--- src/design/rfir_pkg.sv ---
package rfir_pkg;

    ////////////////////////////////////////
    // Widths
    ////////////////////////////////////////
    localparam int SAMPLE_W = 16;
    localparam int PROD_W   = 2 * SAMPLE_W;
    // 48 full-scale products need 6 guard bits
    localparam int SUM_W     = 38;
    localparam int OUT_SHIFT = 16;
    localparam int ADDR_W    = 7;

    ////////////////////////////////////////
    // Tap counts and adder tree shape
    ////////////////////////////////////////
    localparam int MAX_TAPS    = 48;
    localparam int TAPS_SHORT  = 24;
    localparam int IDX_W       = $clog2(MAX_TAPS);
    localparam int TREE_LEVELS = 6;
    localparam int TREE_LEAVES = 1 << TREE_LEVELS;

    // Mode 3 loads no taps
    typedef enum logic [1:0] {
        MODE_OFF    = 2'd0,
        MODE_TAP24  = 2'd1,
        MODE_TAP48  = 2'd2,
        MODE_UNUSED = 2'd3
    } rfir_mode_t;

    typedef logic signed [SAMPLE_W-1:0] sample_t;
    typedef logic signed [PROD_W-1:0]   prod_t;

    // One indexed coefficient write
    typedef struct packed {
        logic             strobe;
        logic [IDX_W-1:0] index;
        sample_t          value;
    } coeff_wr_t;

    typedef sample_t [MAX_TAPS-1:0] coeff_vec_t;
    typedef sample_t [MAX_TAPS-1:0] sample_vec_t;
    typedef prod_t   [MAX_TAPS-1:0] prod_vec_t;

endpackage
--- src/design/coeff_bank.sv ---
`timescale 1ns/1ps

module coeff_bank (
    input  logic                clk,
    input  logic                reset,
    input  rfir_pkg::coeff_wr_t coeff_wr,
    output rfir_pkg::coeff_vec_t coeffs
);
    import rfir_pkg::*;

    logic [MAX_TAPS-1:0] wr_sel;

    // One-hot select of the addressed register
    always_comb begin
        wr_sel = '0;
        if (coeff_wr.strobe) begin
            for (int k = 0; k < MAX_TAPS; k++) begin
                wr_sel[k] = (coeff_wr.index == IDX_W'(k));
            end
        end
    end

    always_ff @(posedge clk) begin
        if (reset) begin
            coeffs <= '0;
        end else begin
            for (int k = 0; k < MAX_TAPS; k++) begin
                if (wr_sel[k]) begin
                    coeffs[k] <= coeff_wr.value;
                end
            end
        end
    end

endmodule

--- config.mk ---
export PLATFORM = sky130hd
export DESIGN_NAME = coeff_bank
export DESIGN_NICKNAME = d
export VERILOG_FILES = /design/src/design/rfir_pkg.sv /design/src/design/coeff_bank.sv
export SDC_FILE = /design/constraint.sdc
export NUM_CORES = 2
export LEC_CHECK = 0
export ABC_AREA = 0
export CORE_AREA = 8 8 307 309
export DETAILED_ROUTE_END_ITERATION = 10
export DIE_AREA = 0 0 315 317
export DONT_BUFFER_PORTS = 1
export HOLD_SLACK_MARGIN = 0.1
export REMOVE_ABC_BUFFERS = 1
export SLEW_MARGIN = 20
export SYNTH_ARGS = -nofsm -noshare
export SYNTH_HDL_FRONTEND = slang
export SYNTH_SLANG_ARGS = --single-unit
--- constraint.sdc ---
create_clock -name clk -period 1.6 [get_ports clk]
set_input_delay 0.32 -clock clk [delete_from_list [all_inputs] [get_ports clk]]
set_output_delay 0.32 -clock clk [all_outputs]
set_load 0.05 [all_outputs]
==> results.yml <==
sta:
  rsz0062_at_grt: "no"
  hold_viol_final: 0
  skew_ns: 0
  max-slew-margin-rel_pct: 23.9
  setup_viol: 0
  fmax_mhz: 659
  fin_crit_sh_pct: 94.8
  fin_crit_ns: 1.52
  drv_slew: 0
  worstMarginPinSlew_ns: 1.14
global_routing:
  grtUsageTotal_pct: 21.0
  grt_pass1_vias: 24280
  grt_pass1_wl_um: 160000
  grt_max_degree: 682
  antenna_found_initial: 2
  overflow: 0
hold_path:
  hold_start: "coeff_wr[19]"
  hold_path_end: "coeffs[533]"
  hold_class: "input port to flop"
  whs_path_depth: 4
routing:
  detail-route-antenna-nets: 0
  drc_errors: 0
  firstDrtPassIters: 5
  wl_um: 110000
  viasPerCell: 4.87
  num_vias: 21910
  wl_per_cell_um: 24.4
  drt_iter0_drc: 1096
critical_path:
  worstPathBufferInverterCount: 1
  rrSetupSlack_ns: 0.15
  crit_fanout: 681
  r2r_cells: 3
  crit_arrival_ns: 2.06
  setup.worst_path.end_class: "flop"
  cp.required_ns: 2.14
  path_class: "input port to flop"
  rr_endpoint: "coeffs[391]"
  cp_cell_sequence: "nand2b_1, dlygate4sd3_1, mux2i_1"
  max_stage_delay_ns: 0.57
  critPathTopFamily: "buffers and inverters"
  r2r_start: "coeffs[391]"
  cp-start-kind: "input port"
  slowest_stage: "dlygate4sd3_1"
floorplanning:
  rows: 110
  ios: 793
  core_area_mm2: 0.0893
  die_w_um: 315
  die-area_mm2: 0.0999
  die_h_um: 317
  start_util_pct: 33.1
clocking:
  cts.sinks: 768
  cts_hold_buf: 686
  cts-htree-levels: 3
  cts_root_buf: "clkbuf_16"
  cts.clk_slew.worst_paths_ns: 0.07
  clk_latency_ns: 0.63
  cts_made_buffers: 83
  clock_path_buffers: 3
  cts_tree: "yes"
layout:
  largestRegisters: "coeffs (768)"
  nNetsFinal: 3282
  largest_register_ffs: 768
  areaGrowthSynthToFinish_pct: 43.8
  largest-register: "coeffs"
  finalInstanceArea_mm2: 0.0425
  final_cell_mix: "nand2b_1 (768), mux2i_1 (768), dfxtp_2 (761), dlygate4sd3_1 (685), clkbuf_16 (86)"
  drive_above_1_share_pct: 31.8
yosys:
  yosysUniqueCellTypes: 21
  yosysTopAreaCellShare_pct: 52.0
  synth-seq-cells: 768
  postSynthCellCount: 2616
  synthTopCellsByArea: "dfxtp_1 (52%), mux2i_1 (26%), nand2b_1 (17%)"
  synth_largest_area_cell: "dfxtp_1"
  syn_area_per_cell_um2: 11.3
  yosysWarnings: 0
  ys_seq_area_share_pct: 52.0
  synth_area_mm2: 0.0296
placement:
  globalplace.congestion: 0.764
  place_area_mm2: 0.0318
  post-dp-hpwl_um: 66700
  port-buffer-count: 0
outcome:
  status: "finished, final reports clean"
power:
  vdd_drop_max_uv: 781
  power.density_mw_per_mm2: 967
  leakage_nw: 18.8
  power_mw: 41.1
flow_run:
  maxCapViolCount: 0
==> power by group <==
part / internal (mW) / total, mW / switching (mW)
registers: 19.2 / 19.6 / 0.351
clock network: 12.0 / 20.0 / 7.99
logic: 0.737 / 1.58 / 0.844
total: 31.9 / 41.1 / 9.18
==> cell families (layout without fill, tap and decap cells) <==
logic type             Yosys count  after routing  synth area share [%]
buffers and inverters          227            934                  3.50
DFF                            768            768                  52.0
muxes                          768            768                  26.0
other                            0              2                     0
and+or+nand+nor                853            853                  18.5
==> how the worst max path moves through the flow <==
stage / end / depth (start not counted) / startpoint / slack (ns)
2_1_floorplan: coeffs[64] / 3 / coeff_wr[20] / -1.78
3_5_place_dp: coeffs[76] / 4 / coeff_wr[17] / -0.16
6_report: coeffs[489] / 3 / reset / 0.08
3_3_place_gp: coeffs[78] / 4 / coeff_wr[17] / -0.12
4_1_cts: coeffs[142] / 1 / coeffs[142] / 0.007
5_1_grt: coeffs[66] / 0 / coeffs[66] / 0.01
==> layout make-up <==
type | count | area [µm²]
Timing Repair Buffer | 783 | 8570
Clock buffer | 130 | 2530
Tap cell | 1176 | 1470
Multi-Input combinational cell | 1621 | 13300
Sequential cell | 768 | 16300
Antenna cell | 2 | 5.00
Fill cell | 7850 | 46800
Clock inverter | 21 | 324
==> through the flow <==
stage | hold WS [ns] | cells | worst slack [ns] | setup TNS [ns] | util, %
floorplan | 0.500 | 2389 | -1.78 | -486.66 | -
global placement | 0.470 | 3662 | -0.125 | -2.54 | 35.6
detailed placement | 0.467 | 3662 | -0.164 | -2.09 | 35.6
CTS | 0.0395 | 4499 | 0.00704 | 0 | 47.6
global route | 0.0739 | 4500 | 0.0150 | 0 | 47.6
finish | 0.0897 | 4501 | 0.0837 | 0 | 47.6
==> metal layers <==
metal	track usage, %	vias up	wire length (µm)
li1	-	9897	-
met1	21.7	10946	39600
met2	36.7	802	53800
met3	8.68	265	11100
met4	10.3	0	5370
met5	0	-	0
==> what timing repair did <==
| item | in CTS | in global routing |
|---|---|---|
| hold endpoints to repair | 760 | 10 |
| gates cloned | 0 | 0 |
| gates resized for setup | 763 | 1 |
| endpoints found under the setup margin | 762 | 1 |
| setup buffers | 0 | 0 |
==> worst reg2reg max path, delay by kind of cell, from the launching register on <==
family,cells,cell delay (ns)
and+or+nand+nor,1,0.10
muxes,1,0.19
buffers and inverters,1,0.56
DFF,1,0.51
==> cells in the mapped netlist <==
cell type and instances:
clkbuf_1 163, and4_1 1, buf_6 3, nand2_2 41, buf_2 18, nand2_1 4
nor3b_1 1, nand2_4 3, nor4b_4 3, buf_4 37, nor4b_2 1, and4bb_1 4
and3b_1 2, nand2b_1 784, mux2i_1 768, nor4_4 1, and4bb_2 2, dfxtp_1 768
and4b_1 4, buf_1 6, and2_1 2
(Power assumes the default switching activity.)
