**src/design/rfir_pkg.sv**
```systemverilog
package rfir_pkg;

    ////////////////////////////////////////
    // Widths
    ////////////////////////////////////////
    localparam int SAMPLE_W = 16;
    localparam int PROD_W   = 2 * SAMPLE_W;
    // 48 full-scale products need 6 guard bits
    localparam int SUM_W     = 38;
    localparam int OUT_SHIFT = 16;
    localparam int ADDR_W    = 7;

    ////////////////////////////////////////
    // Tap counts and adder tree shape
    ////////////////////////////////////////
    localparam int MAX_TAPS    = 48;
    localparam int TAPS_SHORT  = 24;
    localparam int IDX_W       = $clog2(MAX_TAPS);
    localparam int TREE_LEVELS = 6;
    localparam int TREE_LEAVES = 1 << TREE_LEVELS;

    // Mode 3 loads no taps
    typedef enum logic [1:0] {
        MODE_OFF    = 2'd0,
        MODE_TAP24  = 2'd1,
        MODE_TAP48  = 2'd2,
        MODE_UNUSED = 2'd3
    } rfir_mode_t;

    typedef logic signed [SAMPLE_W-1:0] sample_t;
    typedef logic signed [PROD_W-1:0]   prod_t;

    // One indexed coefficient write
    typedef struct packed {
        logic             strobe;
        logic [IDX_W-1:0] index;
        sample_t          value;
    } coeff_wr_t;

    typedef sample_t [MAX_TAPS-1:0] coeff_vec_t;
    typedef sample_t [MAX_TAPS-1:0] sample_vec_t;
    typedef prod_t   [MAX_TAPS-1:0] prod_vec_t;

endpackage
```
**src/design/rfir_ctrl.sv**
```systemverilog
`timescale 1ns/1ps

module rfir_ctrl (
    input  logic                        clk,
    input  logic                        reset,
    input  rfir_pkg::rfir_mode_t        mode_rfir,
    input  rfir_pkg::sample_t           ram_coeff,
    output logic [rfir_pkg::ADDR_W-1:0] addr_out,
    output rfir_pkg::coeff_wr_t         coeff_wr,
    output logic                        coeff_rdy
);
    import rfir_pkg::*;

    rfir_mode_t       prev_mode;
    logic             first_q;
    logic             busy_q;
    logic [IDX_W-1:0] cnt_q;
    logic [IDX_W-1:0] step;
    logic [IDX_W-1:0] taps_n;
    logic             restart;
    logic             busy;
    logic             wr_q;
    logic [IDX_W-1:0] wr_idx_q;
    logic             wr_zero_q;

    ////////////////////////////////////////
    // Load sequencing
    ////////////////////////////////////////
    assign restart = first_q || (mode_rfir != prev_mode);
    assign busy    = restart || busy_q;
    assign step    = restart ? '0 : cnt_q;

    always_comb begin
        case (mode_rfir)
            MODE_TAP24: taps_n = IDX_W'(TAPS_SHORT);
            MODE_TAP48: taps_n = IDX_W'(MAX_TAPS);
            default:    taps_n = '0;
        endcase
    end

    // Address only while fetching live taps
    assign addr_out = (busy && (step < taps_n)) ? ADDR_W'(step) : '0;

    always_ff @(posedge clk) begin
        if (reset) begin
            prev_mode <= MODE_OFF;
            first_q   <= 1'b1;
            busy_q    <= 1'b0;
            cnt_q     <= '0;
            wr_q      <= 1'b0;
            coeff_rdy <= 1'b0;
        end else begin
            prev_mode <= mode_rfir;
            first_q   <= 1'b0;
            busy_q    <= busy && (step != IDX_W'(MAX_TAPS - 1));
            cnt_q     <= busy ? step + 1'b1 : '0;
            wr_q      <= busy;
            if (restart) begin
                coeff_rdy <= 1'b0;
            end else if (wr_q && (wr_idx_q == IDX_W'(MAX_TAPS - 1))) begin
                coeff_rdy <= 1'b1;
            end
        end
    end

    ////////////////////////////////////////
    // Write side, one cycle behind the address
    ////////////////////////////////////////
    always_ff @(posedge clk) begin
        wr_idx_q  <= step;
        wr_zero_q <= (step >= taps_n);
    end

    // RAM word arrives now for last cycle's address
    assign coeff_wr.strobe = wr_q;
    assign coeff_wr.index  = wr_idx_q;
    assign coeff_wr.value  = wr_zero_q ? '0 : ram_coeff;

endmodule

```
**config.mk**
```make
export PLATFORM = sky130hd
export DESIGN_NAME = rfir_ctrl
export DESIGN_NICKNAME = d
export VERILOG_FILES = /design/src/design/rfir_pkg.sv /design/src/design/rfir_ctrl.sv
export SDC_FILE = /design/constraint.sdc
export NUM_CORES = 1
export LEC_CHECK = 0
export BUFFER_PORTS_ARGS = -buffer_cell sky130_fd_sc_hd__buf_2
export CAP_MARGIN = 20
export CELL_PAD_IN_SITES_DETAIL_PLACEMENT = 1
export CELL_PAD_IN_SITES_GLOBAL_PLACEMENT = 1
export CORE_UTILIZATION = 30
export CTS_BUF_LIST = sky130_fd_sc_hd__clkbuf_4
export DETAILED_ROUTE_END_ITERATION = 8
export HOLD_SLACK_MARGIN = 0.03
export PLACE_DENSITY_LB_ADDON = 0.1
export SLEW_MARGIN = 10
export SYNTH_ARGS = -nofsm -noshare
export SYNTH_HDL_FRONTEND = slang
export SYNTH_SLANG_ARGS = --single-unit
```
**constraint.sdc**
```tcl
create_clock -name clk -period 3.1 [get_ports clk]
set_input_delay 0.62 -clock clk [delete_from_list [all_inputs] [get_ports clk]]
set_output_delay 0.62 -clock clk [all_outputs]
set_load 0.01 [all_outputs]
```
==> results.toml, run 1 <==
[global_routing]
grt_max_degree = 17
grt_pass1_wl_um = 4120
grt.overflow.total = 0
grt_pass1_vias = 897
antenna_found_initial = 0
grt_use_total_pct = 16.1

[clock_tree]
cts_tree = "built"
clock-root-buffer = "clkbuf_4"
clkTransAtPathRegs_ns = 0.11
htreeDepth = 1
cts_made_buffers = 3
clock-sinks = 19
clk_latency_ns = 0.30
clockBufferDepth = 2

[floorplan]
die_area_sq_um = 3490
die_y_um = 59.1
num_rows = 20
start_util_pct = 31.7
core_sq_um = 3080
die_x_um = 59.1
io_pins = 51

[logic_synthesis]
synthFlopType = "dfxtp_1"
syn_area_sq_um = 977
synth_edf_count = 0
ys_seq_area_share_pct = 38.9
ys_top_cells_by_area = "dfxtp_1, nor2b_1, ha_1"
yosys-top-cells-count = "dfxtp_1, nor2b_1, nor2_1, inv_1, nand2_1"
synth.most_common_cell = "dfxtp_1"
synthArstFlopShare_pct = 0
synthCells = 110
synth_top_area_share_pct = 38.9
yosysWarnings = 0
synth.avg_cell_area_sq_um = 8.88
syn-num-nets = 135
synth.largest_area_cell = "dfxtp_1"
synthDistinctLibCells = 36
synth-seq-cells = 19

[timing]
skew_ns = 0.00353
period_share_pct = 97.6
period_needed_ns = 3.02
timing.setup.tns_ns = 0
hold_viol = 0
timing.fmax_ghz = 0.331
hold_ws_ns = 0.502
drv_slew = 0
setup_violations = 0

[finish]
final_util_pct = 45.5
antenna_cells = 0
regArea_sq_um = 380
nets = 192
multi_input_comb_area_sq_um = 594
drive_above_1_share_pct = 45.2
fillers = 393
area_delta_synth_final_pct = 43.3

[detailed_routing]
drt_iter0_markers = 15
firstDrtPassIters = 4
viasPerCell = 4.59
drc = 0
wire_per_inst_um = 13.6
vias = 964
routed_wl_um = 2860
ant_nets = 0

[power]
p_seq_share_pct = 52.3
p_clk_share_pct = 26.4
pwr-share-comb_pct = 21.3
p_sw_share_pct = 29.4
ir_drop_mv = 0.226
p_int_uw = 354
p_leak_nw = 0.705
p_switching_uw = 148
powerDensity_nw_per_um2 = 359

[critical_path]
cp.arrival_ns = 2.40
path_depth = 12
reg2reg_depth = 7
crit_fanout = 6
cp-end-kind = "output port"
slowest_stage = "a21oi_4"
path_delay_family = "compound AO/OA/AOI/OAI gates"
worstPathCellList = "buf_6 > xor2_2 > nor3_2 > and2_4 > inv_4 > ha_4 > nor2b_2 > o211ai_1 > a21o_1 > a21oi_4 > nor2_1 > buf_2"
cpPeakStageDelay_ns = 0.25
start_kind = "primary input"
critPathKind = "primary input to output port"
crit_buf_inv = 3
cp.required_ns = 2.48

[place]
hpwl_um = 2230
numPortBuffers = 49
gp_congestion = 0.765

[hold_path]
hp-class = "primary input to flop"
whs_path_depth = 1

[outcome]
outcome = "finished, final reports clean"

[job]
maxCapViolCount = 0
path summary, 6_finish.rpt:
kind	start	to	slack, ns
setup reg to reg	prev_mode[1]	cnt_q[1]	1.21
setup / recovery	mode_rfir[1]	addr_out[4]	0.08
hold reg to reg	cnt_q[1]	wr_idx_q[1]	0.55
hold / removal	reset	first_q	0.50
state kept, by name, indices dropped and copies added, names as in the netlist:
| register | cells |
|---|---|
| wr_q | 1 |
| first_q | 1 |
| coeff_rdy | 1 |
| wr_idx_q | 6 |
| wr_zero_q | 1 |
| cnt_q | 6 |
| busy_q | 1 |
| prev_mode | 2 |
layer usage:
metal | up-vias | track usage (%) | share of wire, %
met4 | 0 | 5.10 | 3.1
met5 | - | 0 | 0
met3 | 10 | 3.93 | 6.9
met1 | 447 | 19.7 | 42
met2 | 38 | 27.8 | 48
li1 | 469 | - | -
placed cells by master, fill, tap and decap left out, types with 2 or more instances in the layout:
| master | instances |
|---|---|
| nor2_1 | 9 |
| xnor2_1 | 2 |
| nand2_1 | 8 |
| nand3_1 | 2 |
| dfxtp_1 | 19 |
| nor3_1 | 2 |
| ha_1 | 4 |
| nor2b_1 | 17 |
| xor2_1 | 2 |
| buf_2 | 48 |
| a21oi_1 | 2 |
| nor3b_2 | 2 |
| buf_4 | 7 |
| nor3b_1 | 2 |
| clkbuf_4 | 3 |
| inv_1 | 7 |
area by class of cell:
type	instances	share of cell area [%]
inverter	9	2.59
clock buffer	3	1.61
timing repair buffer	56	21.7
sequential	19	27.2
clock inverter	1	0.536
multi-input combinational	78	42.4
tap	44	3.93
metrics by stage:
stage | worst slack (ns) | power (mW) | instances | cell area [sq um]
3_5_place_dp | -0.0632 | 0.366 | 205 | 1300
5_1_grt | -0.0410 | 0.528 | 210 | 1400
4_1_cts | 0.00987 | 0.500 | 209 | 1340
3_3_place_gp | 0.0328 | 0.364 | 205 | 1300
2_1_floorplan | 0.161 | 0.319 | 110 | 977
6_report | 0.0758 | 0.502 | 210 | 1400
repair_timing:
item | in CTS | in global routing
gates resized for setup | 1 | 13
hold buffers | 0 | 0
hold endpoints to repair | 0 | 0
buffers inserted | 0 | 1
setup endpoints to repair | 6 | 6
pin swaps | 2 | 9
cells by family after synthesis:
group | Yosys count | share of synthesized area [%]
compound gates | 12 | 10.5
flops | 19 | 38.9
xor+xnor | 5 | 4.48
mux | 1 | 1.02
other cells | 1 | 0.384
buf+inv | 13 | 5.89
fa+ha+maj | 5 | 6.40
simple gates | 54 | 32.4
power by group through the flow:
stage / sequential [mW] / combinational [mW] / clock [mW]
floorplan: 0.263 / 0.0563 / 0
global placement: 0.267 / 0.0967 / 0
detailed placement: 0.268 / 0.0984 / 0
CTS: 0.263 / 0.0993 / 0.138
global route: 0.265 / 0.117 / 0.146
finish: 0.263 / 0.107 / 0.132
No activity file was read; power rests on OpenSTA's default activity.
==> run 2, diff against run 1 <==
CELL_PAD_IN_SITES_DETAIL_PLACEMENT = 0   (was 1)
==> run 2 against run 1 <==
Net effect: sequential share of layout area fell by 0.17 points; clock skew decreased by 0.0023 ns; count of clock-buffer cells in the layout unchanged; global-route usage shrank 2.4 points; clock power is 3% lower; register-to-register slack improved by 0.08 ns; critical path depth did not move; fmax rose by 0.51%; hold slack lost 0.0023 ns; utilization up 0.28 points; largest power group unchanged.
==> results.toml, run 2 (synthesis gave the netlist of run 1 again) <==
[global_routing]
antenna_found_initial = 0
grt_pass1_vias = 786
grt_use_total_pct = 13.7
met2_usage_pct = 23.2
met1_usage_pct = 17.4
grtUsageMet3_pct = 3.06
grt_pass1_wl_um = 3540
grt_max_degree = 17
grt.overflow.total = 0
busiest_layer = "met2"

[timing]
timing.fmax_ghz = 0.332
timing.setup.tns_ns = 0
setup_violations = 0
period_share_pct = 97.1
skew_ns = 0.00123
drv_slew = 0
hold_viol = 0
period_needed_ns = 3.01
rsz0062_at_grt = "yes"

[finish]
multi_input_comb_area_sq_um = 592
regArea_sq_um = 380
antenna_cells = 0
nets = 193
mostFrequentLayoutCell = "buf_2"
drive_above_1_share_pct = 45.5
mostFrequentLayoutCells = "buf_2, dfxtp_1, nor2b_1"
final_cells = 211
reg_top3 = "cnt_q x6, wr_idx_q x6, prev_mode x2"
area_delta_synth_final_pct = 44.2
fillers = 306

[floorplan]
num_rows = 20
die_y_um = 59.1
core_sq_um = 3080
die_area_sq_um = 3490
start_util_pct = 31.7
io_pins = 51
die_x_um = 59.1

[critical_path]
cp-end-kind = "output port"
cp.arrival_ns = 2.39
critPathKind = "primary input to output port"
rr_startpoint = "prev_mode[0]"
cp.required_ns = 2.48
worstPathCellList = "buf_8 > xor2_2 > nor3_2 > and2_4 > inv_4 > ha_4 > nand2b_1 > o211ai_1 > a21o_1 > a21oi_4 > nor3b_2 > buf_2"
rrSetupSlack_ns = 1.29
crit_fanout = 6
reg2reg_depth = 9
slowest_stage = "a21oi_4"
r2r_end = "cnt_q[4]"
cpPeakStageDelay_ns = 0.25
start_kind = "primary input"

[detailed_routing]
ant_nets = 0
drc = 0
vias = 916
routed_wl_um = 2460
drt_iter0_markers = 14
viasPerCell = 4.34
firstDrtPassIters = 4
wire_per_inst_um = 11.7

[hold_path]
hold_start = "reset"
hp-class = "primary input to flop"
holdPathEnd = "first_q"
whs_path_depth = 1

[clock_tree]
clockBufferDepth = 2
cts_made_buffers = 3
clock-sinks = 19
clock-root-buffer = "clkbuf_4"
cts_tree = "built"
clk_latency_ns = 0.29
clkTransAtPathRegs_ns = 0.11
htreeDepth = 1

[place]
dp_cells = 205
gp_congestion = 0.765
hpwl_um = 1940
numPortBuffers = 49

[power]
p_seq_share_pct = 53.0
p_leak_nw = 0.703
powerDensity_nw_per_um2 = 351
pwr-share-comb_pct = 21.0
p_clk_share_pct = 25.9
ir_drop_mv = 0.178
p_switching_uw = 141
p_int_uw = 354
p_sw_share_pct = 28.5

[outcome]
outcome = "finished, final reports clean"

[job]
maxCapViolCount = 0
run 2: metal layers:
metal	vias to the layer above	routed length, um
met1	414	1090
met4	0	13
li1	468	-
met5	-	0
met3	2	132
met2	32	1220
run 2: worst max-delay path by stage:
| stage | depth (start not counted) | start | end |
|---|---|---|---|
| after CTS | 12 | mode_rfir[1] | addr_out[4] |
| after global routing | 12 | mode_rfir[0] | addr_out[3] |
| after floorplan | 10 | mode_rfir[1] | addr_out[0] |
| after detailed placement | 12 | mode_rfir[1] | addr_out[4] |
| after global placement | 12 | mode_rfir[1] | addr_out[3] |
| final | 12 | mode_rfir[0] | addr_out[3] |
run 2: worst max-delay path: cells and delay by family:
family	cells	cell delay (ns)
XOR/XNOR	1	0.17
adder cells (fa/ha/maj)	1	0.15
AND/OR/NAND/NOR	4	0.55
buffers and inverters	3	0.29
AO/OA/AOI/OAI	3	0.59
run 2: power groups by stage:
stage	registers [mW]	logic [mW]	clock network (mW)
final	0.262	0.104	0.128
after global routing	0.264	0.115	0.145
after CTS	0.262	0.0971	0.135
after detailed placement	0.268	0.0962	0
after global placement	0.267	0.0967	0
after floorplan	0.263	0.0563	0
run 2: cell type report:
type                       count  share of cell area, %
multi-input combinational     78                   42.0
tap                           44                   3.91
clock inverter                 1                  0.533
inverter                       9                   2.58
sequential                    19                   27.0
timing repair buffer          57                   22.4
clock buffer                   3                   1.60
run 2: repair_timing:
action	4_1_cts	5_1_grt
hold endpoints to repair	0	0
gates resized for setup	1	14
buffers inserted	0	2
hold buffers	0	0
endpoints found under the setup margin	6	6
pin swaps	0	10
run 2: per-stage QoR:
stage / area (sq um) / total power [mW] / setup WS, ns / utilization [%] / hold slack, ns
after CTS: 1340 / 0.495 / 0.00481 / 43.4 / 0.494
final: 1410 / 0.495 / 0.0910 / 45.8 / 0.500
after global routing: 1410 / 0.524 / -0.0337 / 45.8 / 0.492
after floorplan: 977 / 0.319 / 0.161 / - / 0.483
after detailed placement: 1300 / 0.364 / -0.0377 / 42.2 / 0.537
after global placement: 1300 / 0.364 / 0.0328 / 42.2 / 0.513
